<file path="config.mk">
export PLATFORM = sky130hd
export DESIGN_NAME = mpmc_top
export DESIGN_NICKNAME = d
export VERILOG_FILES = /design/src/source/mpmc_pkg.sv /design/src/source/chan_port.sv /design/src/source/mem_sequencer.sv /design/src/source/mpmc_top.sv
export VERILOG_INCLUDE_DIRS = /design/src /design/src/source
export SDC_FILE = /design/constraint.sdc
export NUM_CORES = 1
export LEC_CHECK = 0
export BUFFER_PORTS_ARGS = -buffer_cell sky130_fd_sc_hd__buf_2
export CORE_AREA = 2 2 350 352
export DETAILED_ROUTE_END_ITERATION = 7
export DIE_AREA = 0 0 352 354
export REMOVE_ABC_BUFFERS = 1
export SLEW_MARGIN = 20
export SYNTH_ARGS = -nofsm -noshare
export SYNTH_HDL_FRONTEND = slang
export SYNTH_SLANG_ARGS = --single-unit
export TNS_END_PERCENT = 100
</file>
<file path="constraint.sdc">
create_clock -name mem_ui_clk -period 7.05 [get_ports mem_ui_clk]
set_clock_uncertainty 0.15 [all_clocks]
set_input_delay 0.3525 -clock mem_ui_clk [delete_from_list [all_inputs] [get_ports mem_ui_clk]]
set_output_delay 0.3525 -clock mem_ui_clk [all_outputs]
set_load 0.02 [all_outputs]
</file>
<file path="src/source/mpmc_params.svh">
`ifndef MPMC_PARAMS_SVH
`define MPMC_PARAMS_SVH

// Memory address and data path geometry
`define MPMC_AMSB 28
`define MPMC_STRIP_W 128
`define MPMC_MASK_W 16

// Requester count
`define MPMC_NCH 3

// DDR user interface command codes
`define MPMC_CMD_RD 3'd1
`define MPMC_CMD_WR 3'd0

// Cached line length per channel, in 16-byte strips
`define MPMC_CH0_STRIPS 4
`define MPMC_CH1_STRIPS 2
`define MPMC_CH2_STRIPS 1

// Bits above the memory address must be zero to select the controller
`define MPMC_REGION_MSB 31

`endif

</file>
<file path="src/source/mpmc_pkg.sv">
`include "mpmc_params.svh"

package mpmc_pkg;

	// Channel number, value 3 marks no channel
	typedef logic [1:0] chan_id_t;
	localparam chan_id_t CH_NONE = 2'd3;

	// One memory strip and its byte mask
	typedef logic [`MPMC_STRIP_W-1:0] strip_t;
	// A set mask bit keeps the memory byte
	typedef logic [`MPMC_MASK_W-1:0] mask_t;

	// Byte address as seen by the memory controller
	typedef logic [`MPMC_AMSB:0] mem_addr_t;

	// Strip index within a line
	typedef logic [1:0] strip_cnt_t;

	// ====================
	// Sequencer states
	// ====================
	typedef enum logic [2:0] {
		IDLE       = 3'd0,
		PRESET     = 3'd1,
		SEND_DATA  = 3'd2,
		SET_CMD_WR = 3'd3,
		SET_CMD_RD = 3'd4,
		WAIT_RD    = 3'd5,
		WAIT_NACK  = 3'd6
	} seq_state_t;

endpackage

</file>
<file path="src/source/chan_port.sv">
`include "mpmc_params.svh"

module chan_port import mpmc_pkg::*; #(
	parameter type data_t = logic [127:0],
	parameter int LINE_STRIPS = 4
) (
	input  logic mem_ui_clk,
	input  logic mem_ui_rst,
	// Requester side
	input  logic cyc,
	input  logic stb,
	input  logic we,
	input  logic [$bits(data_t)/8-1:0] sel,
	input  logic [31:0] adr,
	input  data_t dat_w,
	output logic ack,
	output data_t dat_r,
	// Request towards the sequencer
	output logic req_rd_miss,
	output logic req_wr,
	output mem_addr_t req_adr,
	output mask_t req_mask,
	output strip_t req_data,
	output logic ack_int,
	// Fill, completion and invalidation from the sequencer
	input  logic fill_valid,
	input  strip_cnt_t fill_strip,
	input  logic fill_last,
	input  strip_t fill_data,
	input  logic wr_done,
	input  logic inval_valid,
	input  mem_addr_t inval_adr
);

	localparam int DATA_W = $bits(data_t);
	localparam int SEL_W = DATA_W / 8;
	localparam int LANES = `MPMC_STRIP_W / DATA_W;
	localparam int IDX_W = (LINE_STRIPS > 1) ? $clog2(LINE_STRIPS) : 1;
	localparam int LINE_LSB = 4 + $clog2(LINE_STRIPS);
	// Address bits below the strip that pick the word lane
	localparam logic [3:0] LANE_MASK = 4'(16 - SEL_W);
	localparam mem_addr_t LINE_ALIGN = ~mem_addr_t'((1 << LINE_LSB) - 1);
	localparam mem_addr_t STRIP_ALIGN = ~mem_addr_t'(15);

	strip_t line_mem [LINE_STRIPS];
	logic tag_valid;
	logic [`MPMC_AMSB:LINE_LSB] tag_line;
	logic cs;
	logic hit;
	logic [IDX_W-1:0] rd_idx;
	logic [3:0] lane_byte;

	// ====================
	// Select and hit
	// ====================

	assign cs = cyc & stb & (adr[`MPMC_REGION_MSB:`MPMC_AMSB+1] == '0);

	// Line granular tag compare
	assign hit = cs & ~we & tag_valid & (adr[`MPMC_AMSB:LINE_LSB] == tag_line);

	// Requests stay quiet once acknowledged, until the select drops
	assign req_rd_miss = cs & ~we & ~hit & ~ack_int;
	assign req_wr = cs & we & ~ack_int;

	// Ack terminates with the live select
	assign ack = ack_int & cs;

	always_ff @(posedge mem_ui_clk) begin
		if (mem_ui_rst) begin
			ack_int <= 1'b0;
		end else if (!cs) begin
			ack_int <= 1'b0;
		end else if (hit || wr_done) begin
			ack_int <= 1'b1;
		end
	end

	// ====================
	// Line cache and tag
	// ====================

	// Tag is set by the final strip of a burst, cleared by a write to the line
	always_ff @(posedge mem_ui_clk) begin
		if (mem_ui_rst) begin
			tag_valid <= 1'b0;
		end else if (fill_valid && fill_last) begin
			tag_valid <= 1'b1;
		end else if (inval_valid && inval_adr[`MPMC_AMSB:LINE_LSB] == tag_line) begin
			tag_valid <= 1'b0;
		end
	end

	always_ff @(posedge mem_ui_clk) begin
		if (fill_valid && fill_last) begin
			tag_line <= adr[`MPMC_AMSB:LINE_LSB];
		end
	end

	always_ff @(posedge mem_ui_clk) begin
		if (fill_valid) begin
			line_mem[fill_strip[IDX_W-1:0]] <= fill_data;
		end
	end

	// ====================
	// Read lane select
	// ====================

	// Single strip lines have no strip index bits in the address
	assign rd_idx = (LINE_STRIPS > 1) ? adr[4 +: IDX_W] : '0;
	assign lane_byte = adr[3:0] & LANE_MASK;
	assign dat_r = data_t'(line_mem[rd_idx] >> {lane_byte, 3'b000});

	// ====================
	// Write steering
	// ====================

	// Reads fetch the whole line, writes touch a single strip
	assign req_adr = adr[`MPMC_AMSB:0] & (we ? STRIP_ALIGN : LINE_ALIGN);

	// Word copied into every lane, mask opens only the selected bytes
	assign req_data = {LANES{dat_w}};
	assign req_mask = ~(mask_t'(sel) << lane_byte);

endmodule

</file>
<file path="src/source/mem_sequencer.sv">
`include "mpmc_params.svh"

module mem_sequencer import mpmc_pkg::*; (
	input  logic mem_ui_clk,
	input  logic mem_ui_rst,
	// Channel ports
	input  logic [`MPMC_NCH-1:0] req_rd_miss,
	input  logic [`MPMC_NCH-1:0] req_wr,
	input  mem_addr_t [`MPMC_NCH-1:0] req_adr,
	input  mask_t [`MPMC_NCH-1:0] req_mask,
	input  strip_t [`MPMC_NCH-1:0] req_data,
	input  logic [`MPMC_NCH-1:0] ack_int,
	output logic [`MPMC_NCH-1:0] fill_valid,
	output strip_cnt_t fill_strip,
	output logic fill_last,
	output logic [`MPMC_NCH-1:0] wr_done,
	output logic inval_valid,
	output mem_addr_t inval_adr,
	// DDR user interface
	output mem_addr_t mem_addr,
	output logic [2:0] mem_cmd,
	output logic mem_en,
	output strip_t mem_wdf_data,
	output mask_t mem_wdf_mask,
	output logic mem_wdf_wren,
	output logic mem_wdf_end,
	input  logic mem_rdy,
	input  logic mem_wdf_rdy,
	input  logic mem_rd_data_valid
);

	localparam int NCH = `MPMC_NCH;

	seq_state_t state;
	chan_id_t nch;
	logic nch_wr;
	mem_addr_t nch_adr;
	mask_t nch_mask;
	strip_t nch_data;
	logic [NCH-1:0] grant_oh;
	logic do_wr;
	strip_cnt_t last_strip;
	strip_cnt_t cmd_cnt;
	strip_cnt_t ret_cnt;
	logic gack;
	logic ack_q;
	logic ack_fall;
	logic rd_beat;

	// Index of the final strip in a channel's line
	function automatic strip_cnt_t line_last(chan_id_t ch);
		case (ch)
			2'd0: return strip_cnt_t'(`MPMC_CH0_STRIPS - 1);
			2'd1: return strip_cnt_t'(`MPMC_CH1_STRIPS - 1);
			2'd2: return strip_cnt_t'(`MPMC_CH2_STRIPS - 1);
			default: return '0;
		endcase
	endfunction

	// ====================
	// Grant selection
	// ====================

	// Writes beat read misses, lower channel wins inside each class
	always_comb begin
		nch = CH_NONE;
		nch_wr = 1'b0;
		for (int i = NCH - 1; i >= 0; i--) begin
			if (req_rd_miss[i]) begin
				nch = chan_id_t'(i);
			end
		end
		for (int i = NCH - 1; i >= 0; i--) begin
			if (req_wr[i]) begin
				nch = chan_id_t'(i);
				nch_wr = 1'b1;
			end
		end
	end

	always_comb begin
		nch_adr = '0;
		nch_mask = '1;
		nch_data = '0;
		for (int i = 0; i < NCH; i++) begin
			if (nch == chan_id_t'(i)) begin
				nch_adr = req_adr[i];
				nch_mask = req_mask[i];
				nch_data = req_data[i];
			end
		end
	end

	// Granted write knocks the line out of every port's cache
	assign inval_valid = (state == IDLE) && nch_wr;
	assign inval_adr = nch_adr;

	always_ff @(posedge mem_ui_clk) begin
		if (mem_ui_rst) begin
			grant_oh <= '0;
			do_wr <= 1'b0;
			last_strip <= '0;
		end else if (state == IDLE && nch != CH_NONE) begin
			grant_oh <= NCH'(1) << nch;
			do_wr <= nch_wr;
			last_strip <= nch_wr ? '0 : line_last(nch);
		end
	end

	// Command address steps one strip per accepted read
	always_ff @(posedge mem_ui_clk) begin
		if (state == IDLE) begin
			mem_addr <= nch_adr;
			mem_wdf_data <= nch_data;
			mem_wdf_mask <= nch_mask;
		end else if (state == SET_CMD_RD && mem_rdy) begin
			mem_addr <= mem_addr + mem_addr_t'(16);
		end
	end

	// ====================
	// Strip counters
	// ====================

	assign rd_beat = (state == SET_CMD_RD || state == WAIT_RD) && mem_rd_data_valid;

	always_ff @(posedge mem_ui_clk) begin
		if (mem_ui_rst || state == IDLE) begin
			cmd_cnt <= '0;
			ret_cnt <= '0;
		end else begin
			if (state == SET_CMD_RD && mem_rdy) begin
				cmd_cnt <= cmd_cnt + strip_cnt_t'(1);
			end
			if (rd_beat) begin
				ret_cnt <= ret_cnt + strip_cnt_t'(1);
			end
		end
	end

	// Returned strips go to the granted port only
	assign fill_valid = grant_oh & {NCH{rd_beat}};
	assign fill_strip = ret_cnt;
	assign fill_last = rd_beat && (ret_cnt == last_strip);

	assign wr_done = grant_oh & {NCH{state == SET_CMD_WR && mem_rdy}};

	// Falling ack of the granted port closes the transaction
	assign gack = |(ack_int & grant_oh);
	assign ack_fall = ack_q & ~gack;

	always_ff @(posedge mem_ui_clk) begin
		if (mem_ui_rst) begin
			ack_q <= 1'b0;
		end else begin
			ack_q <= gack;
		end
	end

	// ====================
	// State machine
	// ====================

	always_ff @(posedge mem_ui_clk) begin
		if (mem_ui_rst) begin
			state <= IDLE;
		end else begin
			case (state)
				IDLE: begin
					if (nch != CH_NONE) begin
						state <= PRESET;
					end
				end
				PRESET: begin
					state <= do_wr ? SEND_DATA : SET_CMD_RD;
				end
				SEND_DATA: begin
					if (mem_wdf_rdy) begin
						state <= SET_CMD_WR;
					end
				end
				SET_CMD_WR: begin
					if (mem_rdy) begin
						state <= WAIT_NACK;
					end
				end
				SET_CMD_RD: begin
					if (mem_rdy && cmd_cnt == last_strip) begin
						state <= WAIT_RD;
					end
				end
				WAIT_RD: begin
					if (fill_last) begin
						state <= WAIT_NACK;
					end
				end
				WAIT_NACK: begin
					if (ack_fall) begin
						state <= IDLE;
					end
				end
				default: begin
					state <= IDLE;
				end
			endcase
		end
	end

	// Data goes out one state ahead of its write command
	assign mem_wdf_wren = (state == SEND_DATA);
	assign mem_wdf_end = (state == SEND_DATA);
	assign mem_en = (state == SET_CMD_RD) || (state == SET_CMD_WR);
	assign mem_cmd = (state == SET_CMD_RD) ? `MPMC_CMD_RD : `MPMC_CMD_WR;

endmodule

</file>
<file path="src/source/mpmc_top.sv">
`include "mpmc_params.svh"

module mpmc_top import mpmc_pkg::*; (
	input  logic mem_ui_clk,
	input  logic mem_ui_rst,
	// Channel 0, display fetch
	input  logic cyc0,
	input  logic stb0,
	input  logic we0,
	input  logic [15:0] sel0,
	input  logic [31:0] adr0,
	input  logic [127:0] dat_w0,
	output logic ack0,
	output logic [127:0] dat_r0,
	// Channel 1, CPU
	input  logic cyc1,
	input  logic stb1,
	input  logic we1,
	input  logic [7:0] sel1,
	input  logic [31:0] adr1,
	input  logic [63:0] dat_w1,
	output logic ack1,
	output logic [63:0] dat_r1,
	// Channel 2, narrow peripherals
	input  logic cyc2,
	input  logic stb2,
	input  logic we2,
	input  logic [3:0] sel2,
	input  logic [31:0] adr2,
	input  logic [31:0] dat_w2,
	output logic ack2,
	output logic [31:0] dat_r2,
	// DDR user interface
	output mem_addr_t mem_addr,
	output logic [2:0] mem_cmd,
	output logic mem_en,
	output strip_t mem_wdf_data,
	output mask_t mem_wdf_mask,
	output logic mem_wdf_wren,
	output logic mem_wdf_end,
	input  logic mem_rdy,
	input  logic mem_wdf_rdy,
	input  strip_t mem_rd_data,
	input  logic mem_rd_data_valid
);

	logic [`MPMC_NCH-1:0] req_rd_miss;
	logic [`MPMC_NCH-1:0] req_wr;
	mem_addr_t [`MPMC_NCH-1:0] req_adr;
	mask_t [`MPMC_NCH-1:0] req_mask;
	strip_t [`MPMC_NCH-1:0] req_data;
	logic [`MPMC_NCH-1:0] ack_int;
	logic [`MPMC_NCH-1:0] fill_valid;
	strip_cnt_t fill_strip;
	logic fill_last;
	logic [`MPMC_NCH-1:0] wr_done;
	logic inval_valid;
	mem_addr_t inval_adr;

	// ====================
	// Requester ports
	// ====================

	chan_port #(
		.data_t(logic [127:0]),
		.LINE_STRIPS(`MPMC_CH0_STRIPS)
	) u_port0 (
		.mem_ui_clk(mem_ui_clk), .mem_ui_rst(mem_ui_rst),
		.cyc(cyc0), .stb(stb0), .we(we0), .sel(sel0), .adr(adr0), .dat_w(dat_w0),
		.ack(ack0), .dat_r(dat_r0),
		.req_rd_miss(req_rd_miss[0]), .req_wr(req_wr[0]), .req_adr(req_adr[0]),
		.req_mask(req_mask[0]), .req_data(req_data[0]), .ack_int(ack_int[0]),
		.fill_valid(fill_valid[0]), .fill_strip(fill_strip), .fill_last(fill_last),
		.fill_data(mem_rd_data), .wr_done(wr_done[0]),
		.inval_valid(inval_valid), .inval_adr(inval_adr)
	);

	chan_port #(
		.data_t(logic [63:0]),
		.LINE_STRIPS(`MPMC_CH1_STRIPS)
	) u_port1 (
		.mem_ui_clk(mem_ui_clk), .mem_ui_rst(mem_ui_rst),
		.cyc(cyc1), .stb(stb1), .we(we1), .sel(sel1), .adr(adr1), .dat_w(dat_w1),
		.ack(ack1), .dat_r(dat_r1),
		.req_rd_miss(req_rd_miss[1]), .req_wr(req_wr[1]), .req_adr(req_adr[1]),
		.req_mask(req_mask[1]), .req_data(req_data[1]), .ack_int(ack_int[1]),
		.fill_valid(fill_valid[1]), .fill_strip(fill_strip), .fill_last(fill_last),
		.fill_data(mem_rd_data), .wr_done(wr_done[1]),
		.inval_valid(inval_valid), .inval_adr(inval_adr)
	);

	chan_port #(
		.data_t(logic [31:0]),
		.LINE_STRIPS(`MPMC_CH2_STRIPS)
	) u_port2 (
		.mem_ui_clk(mem_ui_clk), .mem_ui_rst(mem_ui_rst),
		.cyc(cyc2), .stb(stb2), .we(we2), .sel(sel2), .adr(adr2), .dat_w(dat_w2),
		.ack(ack2), .dat_r(dat_r2),
		.req_rd_miss(req_rd_miss[2]), .req_wr(req_wr[2]), .req_adr(req_adr[2]),
		.req_mask(req_mask[2]), .req_data(req_data[2]), .ack_int(ack_int[2]),
		.fill_valid(fill_valid[2]), .fill_strip(fill_strip), .fill_last(fill_last),
		.fill_data(mem_rd_data), .wr_done(wr_done[2]),
		.inval_valid(inval_valid), .inval_adr(inval_adr)
	);

	// ====================
	// Memory sequencer
	// ====================

	mem_sequencer u_seq (
		.mem_ui_clk(mem_ui_clk), .mem_ui_rst(mem_ui_rst),
		.req_rd_miss(req_rd_miss), .req_wr(req_wr), .req_adr(req_adr),
		.req_mask(req_mask), .req_data(req_data), .ack_int(ack_int),
		.fill_valid(fill_valid), .fill_strip(fill_strip), .fill_last(fill_last),
		.wr_done(wr_done), .inval_valid(inval_valid), .inval_adr(inval_adr),
		.mem_addr(mem_addr), .mem_cmd(mem_cmd), .mem_en(mem_en),
		.mem_wdf_data(mem_wdf_data), .mem_wdf_mask(mem_wdf_mask),
		.mem_wdf_wren(mem_wdf_wren), .mem_wdf_end(mem_wdf_end),
		.mem_rdy(mem_rdy), .mem_wdf_rdy(mem_wdf_rdy),
		.mem_rd_data_valid(mem_rd_data_valid)
	);

endmodule
</file>
* Word level (Yosys, flattened, before mapping)
Memories as Yosys holds them, arrays and structs flattened.
Cells that the tools add are included.
** Word-level totals
- Flip-flop bits (word level) :: 265
- Memories kept :: 3
- Output and inout port bits :: 406
- Input bits :: 490
- Logic and storage cells :: 183
- Bits in writable memories :: 896
** Memories
- u_port0.line_mem :: depth 4, bits a word 128, rd ports 1, clocked after memory_dff 0, write ports 1, RTL line chan_port.sv:45 : strip_t line_mem [LINE_STRIPS];
- u_port1.line_mem :: depth 2, bits a word 128, rd ports 1, clocked after memory_dff 0, write ports 1, RTL line chan_port.sv:45
- u_port2.line_mem :: depth 1, bits a word 128, rd ports 1, clocked after memory_dff 0, write ports 1, RTL line chan_port.sv:45
** Cells by class
- Add/sub/neg operators :: 3
- Reduce and logical (&&, ||, !) cells :: 33
- Bitwise gates (word level) :: 52
- Muxes and demuxes :: 45
- Eq/ne operators :: 23
- Shift operators :: 5
** Operators by type and width (number)
- $mux 128 :: 3
- $mux 29 :: 5
- $shr 128x7->32 :: 1
- $shr 128x7->64 :: 1
- $and 29x29->29 :: 2
- $eq 25x25->1 :: 2
- $eq 24x24->1 :: 2
- $mux 16 :: 3
- $not 16->16 :: 3
- $eq 23x23->1 :: 2
- $and 1x1->1 :: 31
- $add 29x5->29 const B :: 1
- $mux 3 :: 7
- $pmux 3 s7 :: 1
- $mux 1 :: 17
- $shl 4x4->16 :: 1
- $shl 8x4->16 :: 1
- $logic_and 1x1->1 :: 13
- $not 1->1 :: 13
- $logic_not 3->1 :: 4
- $mux 2 :: 6
- $ne 2x2->1 const B :: 5
- $and 3x3->3 :: 3
- $eq 3x3->1 const B :: 3
- other kinds (17) :: 31

* Logic depth before layout (Yosys ltp)
Gate-level depths: netlist of run 1.
- Depth in word-level cells :: 22
- Depth in mapped cells :: 14
- Mapped depth without buffers :: 11

* By module
Synthesis of run 1 repeated with hierarchy kept, for this count alone.
** Second synthesis, totals
- Cell total of the unflattened synthesis :: 2874
- Area, all modules :: 49854.1 um^2
** By module, submodules not included
- chan_port (u_port0) :: area each 21055.2 um^2, cells each 947, times used 1, sequential area each 16105.4 um^2
- chan_port (u_port1) :: area each 11841.4 um^2, cells each 617, times used 1, sequential area each 8448.1 um^2
- mem_sequencer :: area each 9673.0 um^2, cells each 858, times used 1, sequential area each 5475.3 um^2
- chan_port (u_port2) :: area each 7284.5 um^2, cells each 452, times used 1, sequential area each 4634.4 um^2

* Least setup slack after synthesis of run 1
OpenSTA, ideal clock, no wires.
- Path kind :: reg-to-reg
- From :: register u_seq.state[0]
- To :: register u_seq.mem_addr[14], data pin
- Setup time :: 0.466 ns
- Buffers on the path :: 2
- Data arrival time :: 5.250 ns
- Period minus slack after synthesis :: 5.866 ns
- Path slack :: 1.184 ns
- Cell stages (with the launch flop) :: 5
- Data required time :: 6.434 ns
- Cells stage by stage :: dfxtp_1 > nor3_1 > clkbuf_1 > clkbuf_1 > a21oi_1
** Between the ends
- Cells in the longest elaborated chain, start to end :: 2
** RTL lines
- from (decl) :: RTL line mem_sequencer.sv:34 : seq_state_t state;
- from (signal assigned) :: RTL line mem_sequencer.sv:175 : state <= do_wr ? SEND_DATA : SET_CMD_RD;
- $logic_not 3->1 :: RTL line mem_sequencer.sv:112 : if (state == IDLE) begin
- $mux 29 :: RTL line mem_sequencer.sv:112
- to (signal assigned) :: RTL line mem_sequencer.sv:113 : mem_addr <= nch_adr;
- to (signal assigned) :: RTL line mem_sequencer.sv:117 : mem_addr <= mem_addr + mem_addr_t'(16);
- to (decl) :: RTL line mem_sequencer.sv:20 : output mem_addr_t mem_addr,
No other way between the ends.
A chain may end at the register's enable or synchronous reset.

* Final worst setup path of run 1
- From :: register u_port0.tag_line[22] in the netlist's numbering
- To :: register u_seq.mem_wdf_data[103], data pin
** Between the ends
- Cells in the longest elaborated chain, start to end :: 13
- Elaborated cells on any way between the ends :: 15
- Classes of those cells :: eq/ne (3); mux (7); bitwise (4); reduce/logical (1)
** RTL lines
- from (decl) :: RTL line chan_port.sv:47 : logic [`MPMC_AMSB:LINE_LSB] tag_line;
- from (signal assigned) :: RTL line chan_port.sv:96 : tag_line <= adr[`MPMC_AMSB:LINE_LSB];
- $eq 23x23->1 (*) :: RTL line chan_port.sv:60 : assign hit = cs & ~we & tag_valid & (adr[`MPMC_AMSB:LINE_LSB] == tag_line);
- $and 1x1->1 (*) :: RTL line chan_port.sv:60
- $not 1->1 (*) :: RTL line chan_port.sv:63 : assign req_rd_miss = cs & ~we & ~hit & ~ack_int;
- $and 1x1->1 (*) (2 in a row) :: RTL line chan_port.sv:63
- $mux 2 (*) :: RTL line mem_sequencer.sv:69 : if (req_rd_miss[i]) begin
- $mux 2 (*) (3 in a row) :: RTL line mem_sequencer.sv:74 : if (req_wr[i]) begin
- $logic_not 2->1 :: RTL line mem_sequencer.sv:86 : if (nch == chan_id_t'(i)) begin
- $mux 128 (2 in a row) :: RTL line mem_sequencer.sv:86
- $mux 128 (*) :: RTL line mem_sequencer.sv:86
- named net u_seq.nch_data[103] :: RTL line mem_sequencer.sv:39 : strip_t nch_data;
- to (signal assigned) :: RTL line mem_sequencer.sv:114 : mem_wdf_data <= nch_data;
- to (decl) :: RTL line mem_sequencer.sv:23 : output strip_t mem_wdf_data,
The timed path passes the listed nets; every way through them passes the cells marked *.

==> metrics.md, run 1 <==
| Metric | Value |
|---|---|
| Clk slew on worst S/H paths | `0.06 ns` |
| Worst-Margin Slew | `1.10 ns` |
| Worst VDD drop | `0.326 mV` |
| Floorplan die height | `354 um` |
| CTS Root Cell | `clkbuf_16` |
| Die area | `about 120000 um^2` |
| Resize count post-CTS | `0` |
| # DRC | `0` |
| Via count | `between 30000 and 40000` |
| DRT iter0 DRCs | `3248` |
| Critical path arrival | `5.79 ns` |
| Yosys reg bits | `1157` |
| Synth top area cells | `edfxtp_1 74%, mux4_2 11%, a21oi_1 2.1%, o21ai_0 1.6%, xnor2_1 1.3%` |
| Tcrit/Tclk final | `0.775` |
| Critical Path Source | `u_port0.tag_line[22]` |
| Mean post-synth cell area | `18.4 um^2` |
| Post-Synth XOR/XNOR Area | `0.0261` |
| Crit path max-delay cell type | `a311oi_4` |
| Worst-path cell chain | `xor2_1 > nor4_1 > nand4_1 > o31a_1 > a311oi_4 > buf_4 > buf_4 > o21ai_0 > dlygate4sd3_1` |
| Synth Warn # | `0` |
| Worst skew pair latency | `0.74 ns` |
| CP most frequent cell | `buf_4` |
| Most common cell in the netlist | `edfxtp_1` |
| Starting Density | `0.384` |
| Clk sinks | `approximately 1200` |
| CP max stage delay | `0.74 ns` |
| Commonest cells in the netlist | `1137 x edfxtp_1, 224 x mux4_2, 195 x a21oi_1` |
| First-pass GRT wire length | `about 230000 um` |
| Seq/Total Area, Yosys | `0.745` |
| Nets | `around 4400` |
| Min-delay worst type | `primary input to register` |
| Max-slew violations | `0` |
| H-tree levels | `4` |
| Num CTS Buffers | `130` |
| Pwr Density | `293 nW/um^2` |
| Crit path max-delay family | `buffers and inverters` |
| Cell taking the most area after synthesis | `edfxtp_1` |
| Fraction of registers with async set/reset | `0` |
| Clk buf depth | `3` |
| Ratio of cells with drive above 1 in the final layout | `0.343` |
| Worst Path Max Fanout | `85` |
| Gr usage total | `0.253` |
| Post-DP HPWL | `108000 um` |
| RSZ-0062 raised after global routing | `no` |
| Post-synthesis compound-gate area fraction | `0.0593` |
| I/O pins | `896` |
| Vias per cell | `5.36` |
| Synth Cell Area | `46400 um^2` |
| Most used DFF post-synth | `edfxtp_1` |
| Pre-Repair DR Iteration Count | `6` |
| Synth Area in Adders | `0.00135` |
| Routed WL | `about 160000 um` |
| Number of synthesized flops with an enable pin | `1137` |
| WP buf/inv | `3` |
| Gr ovfl total | `0` |
| Req. time, crit path | `7.38 ns` |
| Setup tns final | `0 ns` |
| Crit. End Element | `register` |
| Die width | `352 um` |
| Post-route ant nets | `0` |
| Vias in the first global route | `30763` |
| Yosys top cell area share | `0.736` |
| # setup viols final | `0` |
| Simple-gate portion of the synthesized area | `0.0372` |
| Mapped Cells | `2525` |
| Tmin final | `5.47 ns` |
| Gpl congestion | `1.01` |
| Largest family of logic cells by synthesized area | `multiplexers` |
| Utilization after layout | `0.508` |
| Initial antenna violation count | `28` |
| Final Hold Viols | `0` |
| F_max | `183 MHz` |
| Netlist cell types | `80` |
| HP Start | `dat_w2[25]` |
| Status | `finished clean` |
| CTS tree | `built` |
| Multiplexer share of the synthesized area | `0.117` |
| Area grow syn2layout | `32.5%` |
| Largest net degree at the start of global routing | `147` |
| IO buf count | `between 800 and 900` |
| CP Launch Type | `register` |
| Max_cap viols | `0` |
| Crit path kind | `register to register` |
| R2R Path Start | `u_port0.tag_line[22]` |
| LEAKAGE | `21.9 nW` |
| Max_slew headroom | `0.267` |
| Core area | `between 100000 and 150000 um^2` |
| Avg WL per Cell | `28.6 um` |
| Cell Rows | `128` |
==> sequential cells by signal (all words and copies together) (netlist names), 2 cells and up <==
name,count
u_port0.line_mem,512
u_port1.line_mem,256
u_port2.line_mem,128
u_seq.mem_wdf_data,128
u_port2.tag_line,25
u_seq.mem_addr,25
u_port1.tag_line,24
u_port0.tag_line,23
u_seq.mem_wdf_mask,16
u_seq.grant_oh,3
u_seq.state,3
u_seq.cmd_cnt,2
u_seq.fill_strip,2
u_seq.last_strip,2
==> report_power, final <==
part	internal, mW	switching, mW	total, mW
sequential	8.17	0.336	8.50
combinational	0.874	1.94	2.81
clock	3.85	2.87	6.72
==> routing by layer <==
layer	GRT usage	part of all wire
met3	0.0771	0.089
met5	0	0.00047
met4	0.148	0.065
met1	0.307	0.38
met2	0.400	0.46
==> per-stage QoR <==
step	hold WS, ns	area, um^2	power [mW]	setup WS, ns	cells
6_report	0.0763	61500	18.0	1.58	5636
4_1_cts	0.00221	61400	18.2	1.73	5617
2_1_floorplan	0.272	45900	9.56	-10.59	2401
5_1_grt	0.0271	61500	18.6	1.41	5632
3_5_place_dp	0.340	52700	11.2	1.85	4944
3_3_place_gp	0.331	52700	11.2	1.94	4944
==> path summary, 6_finish.rpt <==
path | endpoint | slack [ns] | cells after the start
setup / recovery | u_seq.mem_wdf_data[103] | 1.58 | 9
hold / removal | u_seq.mem_wdf_data[57] | 0.08 | 4
setup reg to reg | u_seq.mem_wdf_data[103] | 1.58 | 9
hold reg to reg | u_seq.do_wr | 0.35 | 2
==> placed cells by master, fill, tap and decap left out, types with 8 or more instances in the layout <==
cell and instances:
edfxtp_1 1137, buf_2 875, dlygate4sd3_1 438, mux4_2 224
a21oi_1 195, o21ai_0 152, clkbuf_16 131, nand2_1 107
xnor2_1 71, xor2_1 67, nor2_1 58, and2_1 36
buf_4 34, inv_1 32, nand3_1 29, clkinv_1 29
nand4_1 25, clkbuf_1 24, mux2i_1 21, clkinv_2 20
dfxtp_1 20, diode_2 17, nor3_1 17, nor4_1 17
and3_1 13, a22oi_1 11, o22ai_1 10, o2bb2ai_1 9
clkinv_16 9, bufinv_16 9, a31oi_1 8, mux2_2 8
==> cell families (layout without fill, tap and decap cells) <==
family,after synthesis,in the layout
buf+inv,161,1625
flops,1157,1157
xor+xnor,138,138
simple gates,343,343
other cells,1,23
fa+ha+maj,5,5
mux,258,258
compound gates,462,462
==> tightest hold or removal path, cell delays in order <==
cell and delay, ns:
buf_2 0.08, and2_1 0.18, a21oi_1 0.09, o21ai_0 0.16
==> repair_timing <==
item                                   4_1_cts  5_1_grt
hold buffers                               437        1
endpoints found under the hold margin     1132        1
setup buffers                                0        0
==> area by class of cell <==
type | count | area [um^2]
Fill cell | 10050 | 59400
Multi-Input combinational cell | 1212 | 11300
Antenna cell | 17 | 42.5
Tap cell | 1625 | 2030
Clock buffer | 160 | 3440
Sequential cell | 1157 | 34500
Timing Repair Buffer | 1357 | 9200
Inverter | 32 | 120
Clock inverter | 76 | 845
(Power assumes the default switching activity.)
==> run 2: changes to the inputs <==
- clock period: 7.05 -> 5.3 ns (I/O delays scaled with it)
==> run 2 against run 1 <==
  * Sequential cell count unchanged
  * Routed wire length increased by 2.3%
  * Via count increased by 1.4%
  * Critical path depth increased by 1
  * Sequential share of layout area decreased by 0.41 points
  * Cell count increased by 1.1%
  * First-iteration DRC count decreased by 5.5%
  * Clock power increased by 30%
  * Hold slack got worse by 0.038 ns
  * Utilization increased by 0.37 points
  * Register-to-register slack got worse by 1.3 ns
  * Clock-buffer cell count increased by 7
==> metrics.md, run 2 (synthesis gave the netlist of run 1 again) <==
| Metric | Value |
|---|---|
| LEAKAGE | `22.2 nW` |
| Max reg flops | `just over 500` |
| M2 GR Usage | `0.415` |
| Crit path max-delay family | `simple AND/OR/NAND/NOR gates` |
| Routed WL | `around 160000 um` |
| Gr ovfl total | `0` |
| Placed Cells | `4969` |
| Layout Cell Area excl Fill | `61900 um^2` |
| Num CTS Buffers | `130` |
| Starting Density | `0.384` |
| Sw frac | `0.286` |
| Post-route ant nets | `0` |
| Crit path max-delay cell type | `nor2_4` |
| IO buf count | `880` |
| # DRC | `0` |
| Vias per cell | `5.37` |
| Post-DP HPWL | `112000 um` |
| NetSw | `6.81 mW` |
| Min-delay worst type | `primary input to register` |
| GRT met1 Usage | `0.310` |
| Final Hold Viols | `0` |
| Sequential fraction of design power | `0.472` |
| Fillers | `10062` |
| Max_slew headroom | `0.279` |
| Top Usage Layer GRT | `met2` |
| Dpl ws | `0.425 ns` |
| Final instance count without filler cells | `approximately 5700` |
| Via count | `30600` |
| RSZ-0062 raised after global routing | `no` |
| Clk slew on worst S/H paths | `~0.060 ns` |
| Pint | `17.0 mW` |
| Largest net degree at the start of global routing | `105` |
| Met3 usage | `0.0806` |
| Crit path kind | `register to register` |
| Clk sinks | `1157` |
| CP max stage delay | `0.75 ns` |
| Vias in the first global route | `31665` |
| Hold Worst Slack | `0.0387 ns` |
| Clk buf depth | `3` |
| Post-CTS setup buffers | `0` |
| Pre-Repair DR Iteration Count | `7` |
| Initial antenna violation count | `34` |
| Utilization after layout | `0.512` |
| Tmin final | `5.03 ns` |
| Setup tns final | `0 ns` |
| Worst skew pair latency | `a little under 0.8 ns` |
| Commonest non-fill, non-tap cell in the layout | `edfxtp_1` |
| Req. time, crit path | `5.79 ns` |
| DRT iter0 DRCs | `3069` |
| WP buf/inv | `2` |
| Area grow syn2layout | `33.5%` |
| F_max | `199 MHz` |
| Pwr Density | `roughly 390 nW/um^2` |
| First-pass GRT wire length | `232000 um` |
| Crit. End Element | `register` |
| Die area | `125000 um^2` |
| Setup ws final | `0.270 ns` |
| Core area | `121000 um^2` |
| Status | `finished clean` |
| Max_cap viols | `0` |
| Placed Area | `53000 um^2` |
| Cell Rows | `128` |
| Part of the power in the clock network | `0.366` |
| Nets | `4447` |
| CP Launch Type | `register` |
| Worst VDD drop | `0.344 mV` |
| Worst-Margin Slew | `1.08 ns` |
| H-tree levels | `4` |
| Worst-path cell chain | `xor2_1 > nor4_1 > nand4_1 > o31a_1 > a311o_2 > nor2_4 > buf_4 > nand2_1 > o21ai_0 > dlygate4sd3_1` |
| CTS tree | `built` |
| CTS Root Cell | `clkbuf_16` |
| Avg WL per Cell | `between 20 and 30 um` |
| Most frequent cells in the layout | `1137 x edfxtp_1, 875 x buf_2, 476 x dlygate4sd3_1, 224 x mux4_2, 195 x a21oi_1` |
| Die width | `352 um` |
| Tot Pwr | `23.9 mW` |
| Ratio of cells with drive above 1 in the final layout | `0.343` |
| # setup viols final | `0` |
| I/O pins | `about 900` |
| Floorplan die height | `354 um` |
| Gpl congestion | `about 1.0` |
| Gr usage total | `0.260` |
| Worst Path Max Fanout | `47` |
| Max-slew violations | `0` |
| Critical path arrival | `5.52 ns` |
| Tcrit/Tclk final | `0.949` |
| Gate power share | `0.161` |
## run 2: worst paths after layout
| path | slack [ns] | startpoint | end | cells after the start |
|---|---|---|---|---|
| worst max-delay path | 0.27 | u_port0.tag_line[8] | u_seq.mem_wdf_data[21] | 10 |
| worst min-delay path | 0.04 | dat_w2[20] | u_seq.mem_wdf_data[20] | 4 |
| worst max register to register | 0.27 | u_port0.tag_line[8] | u_seq.mem_wdf_data[21] | 10 |
| worst min register to register | 0.34 | u_seq.do_wr | u_seq.do_wr | 2 |
## run 2: layer usage
layer | vias to the layer above | part of all wire
met5 | - | 0.00067
li1 | 13112 | -
met4 | 16 | 0.064
met3 | 394 | 0.089
met2 | 1576 | 0.47
met1 | 15502 | 0.38
## run 2: cell type report
| class | count | area [um^2] | share of cell area |
|---|---|---|---|
| multi-input cells | 1212 | 11300 | 0.182 |
| flip-flops and latches | 1157 | 34500 | 0.558 |
| clock buffers | 167 | 3510 | 0.0566 |
| repair buffers | 1419 | 9790 | 0.158 |
| diodes | 19 | 47.5 | 0.000768 |
| well taps | 1625 | 2030 | 0.0328 |
| clock inverters | 68 | 631 | 0.0102 |
| inverters | 32 | 120 | 0.00194 |
## run 2: tightest hold or removal path, stage by stage
cell and delay (ns):
buf_2 0.07, and2_1 0.19, a21oi_1 0.05, o21ai_0 0.22
## run 2: power groups by stage
| stage | clock network, mW | logic [mW] | registers (mW) |
|---|---|---|---|
| 3_5_place_dp | 0 | 3.54 | 11.4 |
| 5_1_grt | 9.26 | 4.00 | 11.3 |
| 6_report | 8.74 | 3.85 | 11.3 |
| 2_1_floorplan | 0 | 0.888 | 11.5 |
| 4_1_cts | 8.91 | 3.85 | 11.2 |
| 3_3_place_gp | 0 | 3.53 | 11.4 |
## run 2: repair_timing
item                       CTS  global route
resized for setup            0             0
hold buffers               476             0
hold endpoints to repair  1143             0
